## config.mk

```make
export PLATFORM = sky130hd
export DESIGN_NAME = ahb_slave_decode
export DESIGN_NICKNAME = d
export VERILOG_FILES = /design/src/logic/ahb_bus_pkg.sv /design/src/logic/ahb_map_pkg.sv /design/src/logic/ahb_slave_decode.sv
export SDC_FILE = /design/constraint.sdc
export NUM_CORES = 1
export LEC_CHECK = 0
export ABC_CLOCK_PERIOD_IN_PS = 1700
export BUFFER_PORTS_ARGS = -buffer_cell sky130_fd_sc_hd__buf_2
export CELL_PAD_IN_SITES_DETAIL_PLACEMENT = 1
export CELL_PAD_IN_SITES_GLOBAL_PLACEMENT = 1
export CORE_AREA = 2 2 131 133
export CTS_CLUSTER_SIZE = 10
export DETAILED_ROUTE_END_ITERATION = 7
export DIE_AREA = 0 0 133 135
export GPL_TIMING_DRIVEN = 0
export HOLD_SLACK_MARGIN = 0.06
export PLACE_DENSITY_LB_ADDON = 0.1
export SLEW_MARGIN = 15
export SYNTH_ARGS = -nofsm -noshare
export SYNTH_HDL_FRONTEND = slang
export SYNTH_SLANG_ARGS = --single-unit
```

## constraint.sdc

```tcl
create_clock -name clk_i -period 1.7 [get_ports clk_i]
set_input_delay 0.34 -clock clk_i [delete_from_list [all_inputs] [get_ports clk_i]]
set_output_delay 0.34 -clock clk_i [all_outputs]
set_load 0.01 [all_outputs]
```

## src/logic/ahb_bus_pkg.sv

```systemverilog
package ahb_bus_pkg;

  ////////////////////////////////////////
  // Field types
  ////////////////////////////////////////

  // Bus address and data word, fixed at 32 bits
  typedef logic [31:0] addr_t;
  typedef logic [31:0] data_t;

  // Transfer type, same encoding as on the bus
  typedef enum logic [1:0] {
    HTRANS_IDLE   = 2'b00,
    HTRANS_BUSY   = 2'b01,
    HTRANS_NONSEQ = 2'b10,
    HTRANS_SEQ    = 2'b11
  } htrans_e;

  typedef logic [2:0] hsize_t;
  typedef logic [2:0] hburst_t;
  typedef logic [3:0] hprot_t;

  // Single bit response code
  localparam logic HRESP_OKAY  = 1'b0;
  localparam logic HRESP_ERROR = 1'b1;

  ////////////////////////////////////////
  // Request and response bundles
  ////////////////////////////////////////

  // Master to bus, bus to slave
  typedef struct packed {
    logic     hsel;
    addr_t    haddr;
    data_t    hwdata;
    logic     hwrite;
    hsize_t   hsize;
    hburst_t  hburst;
    hprot_t   hprot;
    htrans_e  htrans;
    logic     hmastlock;
  } ahb_req_t;

  // Slave to bus, bus to master
  typedef struct packed {
    data_t hrdata;
    logic  hready;
    logic  hresp;
  } ahb_rsp_t;

  // All zero request is an unselected IDLE transfer
  localparam ahb_req_t REQ_IDLE = '0;

  // NONSEQ and SEQ carry a real transfer
  function automatic logic trans_active(htrans_e htrans);
    return (htrans == HTRANS_NONSEQ) || (htrans == HTRANS_SEQ);
  endfunction

endpackage

```

## src/logic/ahb_map_pkg.sv

```systemverilog
package ahb_map_pkg;

  import ahb_bus_pkg::*;

  // Region hit when the masked address equals the base
  typedef struct packed {
    addr_t base;
    addr_t mask;
  } region_t;

  // Map array size limit
  localparam int MAX_SLAVES = 8;

  // Never matches, fills unused map entries
  localparam region_t NO_REGION = '{base: 32'hFFFF_FFFF, mask: 32'h0000_0000};

  // Two 4 KiB windows
  localparam region_t REGION_S0 = '{base: 32'h0000_0000, mask: 32'hFFFF_F000};
  localparam region_t REGION_S1 = '{base: 32'h0001_0000, mask: 32'hFFFF_F000};

  // Entry 0 sits at the low end
  localparam region_t [MAX_SLAVES-1:0] DEFAULT_MAP =
    {{(MAX_SLAVES-2){NO_REGION}}, REGION_S1, REGION_S0};

  function automatic logic addr_in_region(addr_t addr, region_t region);
    return (addr & region.mask) == region.base;
  endfunction

endpackage

```

## src/logic/ahb_slave_decode.sv

```systemverilog
`timescale 1ns/1ps

module ahb_slave_decode import ahb_bus_pkg::*; import ahb_map_pkg::*; #(
  parameter int                          SLAVES    = 2,
  parameter region_t [MAX_SLAVES-1:0]    SLAVE_MAP = DEFAULT_MAP
) (
  input  logic                    clk_i,
  input  logic                    rst_i,

  // Shared bus side
  input  ahb_req_t                bus_req_i,
  output ahb_rsp_t                bus_rsp_o,

  // Slave side
  output ahb_req_t [SLAVES-1:0]   s_req_o,
  input  ahb_rsp_t [SLAVES-1:0]   s_rsp_i
);

  localparam int SIDX_W = (SLAVES > 1) ? $clog2(SLAVES) : 1;

  typedef logic [SIDX_W-1:0] slv_idx_t;

  // Default slave for unmapped addresses
  typedef enum logic [1:0] {
    DFLT_OK,
    DFLT_ERR1,
    DFLT_ERR2
  } dflt_state_e;

  dflt_state_e  dflt_q, dflt_d;
  ahb_rsp_t     dflt_rsp;

  logic         hit;
  slv_idx_t     hit_idx;
  logic         acc;

  // Data phase target
  logic         dp_map_q;
  slv_idx_t     dp_slv_q;

  ////////////////////////////////////////
  // Address phase decode
  ////////////////////////////////////////

  // First matching region wins
  always_comb begin
    hit     = 1'b0;
    hit_idx = '0;
    for (int s = 0; s < SLAVES; s++) begin
      if (!hit && addr_in_region(bus_req_i.haddr, SLAVE_MAP[s])) begin
        hit     = 1'b1;
        hit_idx = slv_idx_t'(s);
      end
    end
  end

  assign acc = bus_req_i.hsel && trans_active(bus_req_i.htrans) && bus_rsp_o.hready;

  // Request broadcast, hsel only to the hit slave
  // Slaves have no hready input, so hsel also waits for a free bus
  always_comb begin
    for (int s = 0; s < SLAVES; s++) begin
      s_req_o[s]      = bus_req_i;
      s_req_o[s].hsel = bus_req_i.hsel && hit && (hit_idx == slv_idx_t'(s)) &&
                        bus_rsp_o.hready;
    end
  end

  ////////////////////////////////////////
  // Data phase and response
  ////////////////////////////////////////

  // Two cycle ERROR, OKAY with no wait otherwise
  always_comb begin
    dflt_d = dflt_q;
    case (dflt_q)
      DFLT_OK: begin
        if (acc && !hit) begin
          dflt_d = DFLT_ERR1;
        end
      end
      DFLT_ERR1: dflt_d = DFLT_ERR2;
      // Back-to-back unmapped transfer restarts the error
      DFLT_ERR2: dflt_d = (acc && !hit) ? DFLT_ERR1 : DFLT_OK;
      default:   dflt_d = DFLT_OK;
    endcase
  end

  always_comb begin
    dflt_rsp.hrdata = '0;
    dflt_rsp.hready = (dflt_q != DFLT_ERR1);
    dflt_rsp.hresp  = (dflt_q == DFLT_OK) ? HRESP_OKAY : HRESP_ERROR;
    // A stalling slave stalls the whole bus
    bus_rsp_o = dp_map_q ? s_rsp_i[dp_slv_q] : dflt_rsp;
  end

  always_ff @(posedge clk_i) begin
    if (rst_i) begin
      dflt_q   <= DFLT_OK;
      dp_map_q <= 1'b0;
    end else begin
      dflt_q <= dflt_d;
      if (bus_rsp_o.hready) begin
        dp_map_q <= acc && hit;
      end
    end
  end

  // Slave index of the data phase
  always_ff @(posedge clk_i) begin
    if (acc) begin
      dp_slv_q <= hit_idx;
    end
  end

endmodule

```

==> impl_metrics.env <==
export IMPL_status="finished, violations left"
export IMPL_violations="negative setup slack"
export IMPL_min_period_ns=1.88
export IMPL_power_density_nw_per_um2=322
export IMPL_first_iter_violations=27
export IMPL_syn_inst=257
export IMPL_min_delay_start="rst_i"
export IMPL_seq_area_frac_synth=0.0467
export IMPL_clkSinkCount=4
export IMPL_die_area_um2=18000
export IMPL_htreeDepth=1
export IMPL_slew_headroom=0.685
export IMPL_drive_above_1_share=0.846
export IMPL_synth_area_um2=1930
export IMPL_worst_slack_ns=-0.175
export IMPL_grt_start_max_net_pins=11
export IMPL_antenna_left=0
export IMPL_grt_pass1_wl_um=13400
export IMPL_cp_slowest_cell="edfxtp_1"
export IMPL_num_vias=2631
export IMPL_path_cells="buf_6 -> mux2_4 -> o211ai_1 -> nor4_1 -> buf_2"
export IMPL_path_max_fanout=6
export IMPL_avgSynthCellArea_um2=7.51
export IMPL_numCtsBuffers=3
export IMPL_yosysTopAreaCell="buf_4"
export IMPL_syn_nets=406
export IMPL_drt_pre_antenna_iters=4
export IMPL_start_kind="register"
export IMPL_place_congestion=0.720
export IMPL_synthToLayoutAreaGrowth_pct=99.3
export IMPL_cp_data_required_time_ns=1.36
export IMPL_overflow=0
export IMPL_synth_area_leaders="buf_4 61%, mux2i_1 17%, nor2_1 6.2%, dfxtp_1 3.1%, nor4_1 1.9%"
export IMPL_fmax_mhz=533
export IMPL_portBuffers=283
export IMPL_hpwl_um=8430
export IMPL_clk_latency_ns=0.22
export IMPL_grt_pass1_vias=2759
export IMPL_die_h_um=135
export IMPL_dpl_cell_area_um2=3620
export IMPL_final_common_cell="buf_2"
export IMPL_ys_types=23
export IMPL_p_leak_nw=2.27
export IMPL_initial_utilization=0.118
export IMPL_grt_usage=0.0911
export IMPL_path_clk_slew_ns=0.03
export IMPL_timing_setup_tns_ns=-1.79
export IMPL_final_cell_count_no_fill=771
export IMPL_setup_viol=32
export IMPL_worst_pin_slew_ns=0.472
export IMPL_ys_ff_latch=4
export IMPL_slew_violations=0
export IMPL_layout_common_cells="286 x buf_2, 162 x buf_4, 32 x nor2_1, 30 x mux2i_1"
export IMPL_via_per_inst=3.41
export IMPL_crit_path_start="dp_slv_q"
export IMPL_cp_arrival_ns=1.54
export IMPL_routedWlPerCell_um=12.1
export IMPL_hold_path_class="input pin to register"
export IMPL_routed_wl_um=9350
export IMPL_synth_top_cell_area_share=0.611
export IMPL_ir_drop_mv=0.244
export IMPL_cts_hold_buf=0
export IMPL_ys_warn_count=0
export IMPL_antenna_found_initial=0
export IMPL_final_cell_area_um2=3840
export IMPL_cpPeakStageDelay_ns=0.37
export IMPL_period_share=1.10
export IMPL_core_area_um2=16400
export IMPL_fin_nets=701
export IMPL_hold_viol=0
export IMPL_num_antenna_cells=0
export IMPL_die_w_um=133
export IMPL_ios=341
export IMPL_maxCapViolations=0
export IMPL_tritoncts="built"
export IMPL_skew_ns=0.00368
export IMPL_drc=0
export IMPL_rr_startpoint="dp_slv_q"
export IMPL_cp_end_kind="primary output"
export IMPL_dpl_cell_count=760
export IMPL_worst_setup_path_type="register to primary output"
export IMPL_root_buffer="clkbuf_16"
export IMPL_clockBufferDepth=2
export IMPL_rows=47
export IMPL_rsz0062_at_grt="true"
layout make-up:
type,instances,area [um^2]
Buffer,163,1220
Fill cell,2083,12600
Multi-Input combinational cell,87,689
Sequential cell,4,90.1
Clock buffer,4,78.8
Inverter,3,13.8
Tap cell,220,275
Timing Repair Buffer,290,1470
final timing paths:
kind                   to  slack [ns]  depth (start not counted)
min reg2reg     dflt_q[1]        0.46                          1
min             dflt_q[1]        0.35                          2
max reg2reg      dp_slv_q        0.16                          5
max          s_req_o[157]       -0.18                          5
flip-flops by register name, summed over array words and instances (netlist names):
name,count
dflt_q,2
dp_map_q,1
dp_slv_q,1
routing by layer:
layer  GRT usage  up-vias  wire length [um]
li1            -     1267                 -
met1      0.0888     1160              3160
met2       0.189      200              5070
met3      0.0278        4              1040
met4      0.0137        0                79
met5           0        -                 0
critical path: cells and delay by family, from the launching register on:
family                 cells  cell delay (ns)
flip-flops                 1             0.37
buffers and inverters      2             0.30
multiplexers               1             0.30
AO/OA/AOI/OAI              1             0.25
AND/OR/NAND/NOR            1             0.09
power breakdown:
part	switching (W)	total, W	internal [W]
Clock	0.0000664	0.000376	0.000310
Combinational	0.000299	0.000761	0.000462
Sequential	0.00000160	0.000102	0.000100
Total	0.000367	0.00124	0.000872
per-stage QoR:
step	worst slack [ns]	utilization	hold WS (ns)	power, W
after floorplan	0.104	-	0.413	0.000533
after global routing	-0.267	0.234	0.377	0.00132
after detailed placement	-0.428	0.221	0.440	0.000854
after CTS	-0.189	0.229	0.354	0.00125
final	-0.175	0.234	0.350	0.00124
after global placement	-0.358	0.221	0.440	0.000847
what timing repair did:
item	CTS	global route
buffers inserted	5	2
pin swaps	4	5
resized for setup	6	16
setup endpoints to repair	33	35
cloned	0	0
cells in the mapped netlist:
library cell,instances
clkinv_1,1
or3_1,2
mux2i_1,33
a21oi_1,1
o2111ai_2,1
nor3_1,3
nor4_1,6
and4_1,1
edfxtp_1,1
buf_2,3
nor2_1,32
dfxtp_1,3
o41ai_2,1
o21a_1,1
buf_4,157
clkbuf_1,3
o211ai_1,1
nor3b_1,1
a2111oi_1,1
inv_1,2
nand4_1,1
mux2_4,1
or3b_1,1
cell families (layout without fill, tap and decap cells):
kind of cell,Yosys count,after routing,synth area share
buf+inv,166,460,0.630
flops,4,4,0.0467
simple gates,47,47,0.112
mux,34,34,0.179
compound gates,6,6,0.0318
No activity file was read; power rests on OpenSTA's default activity.
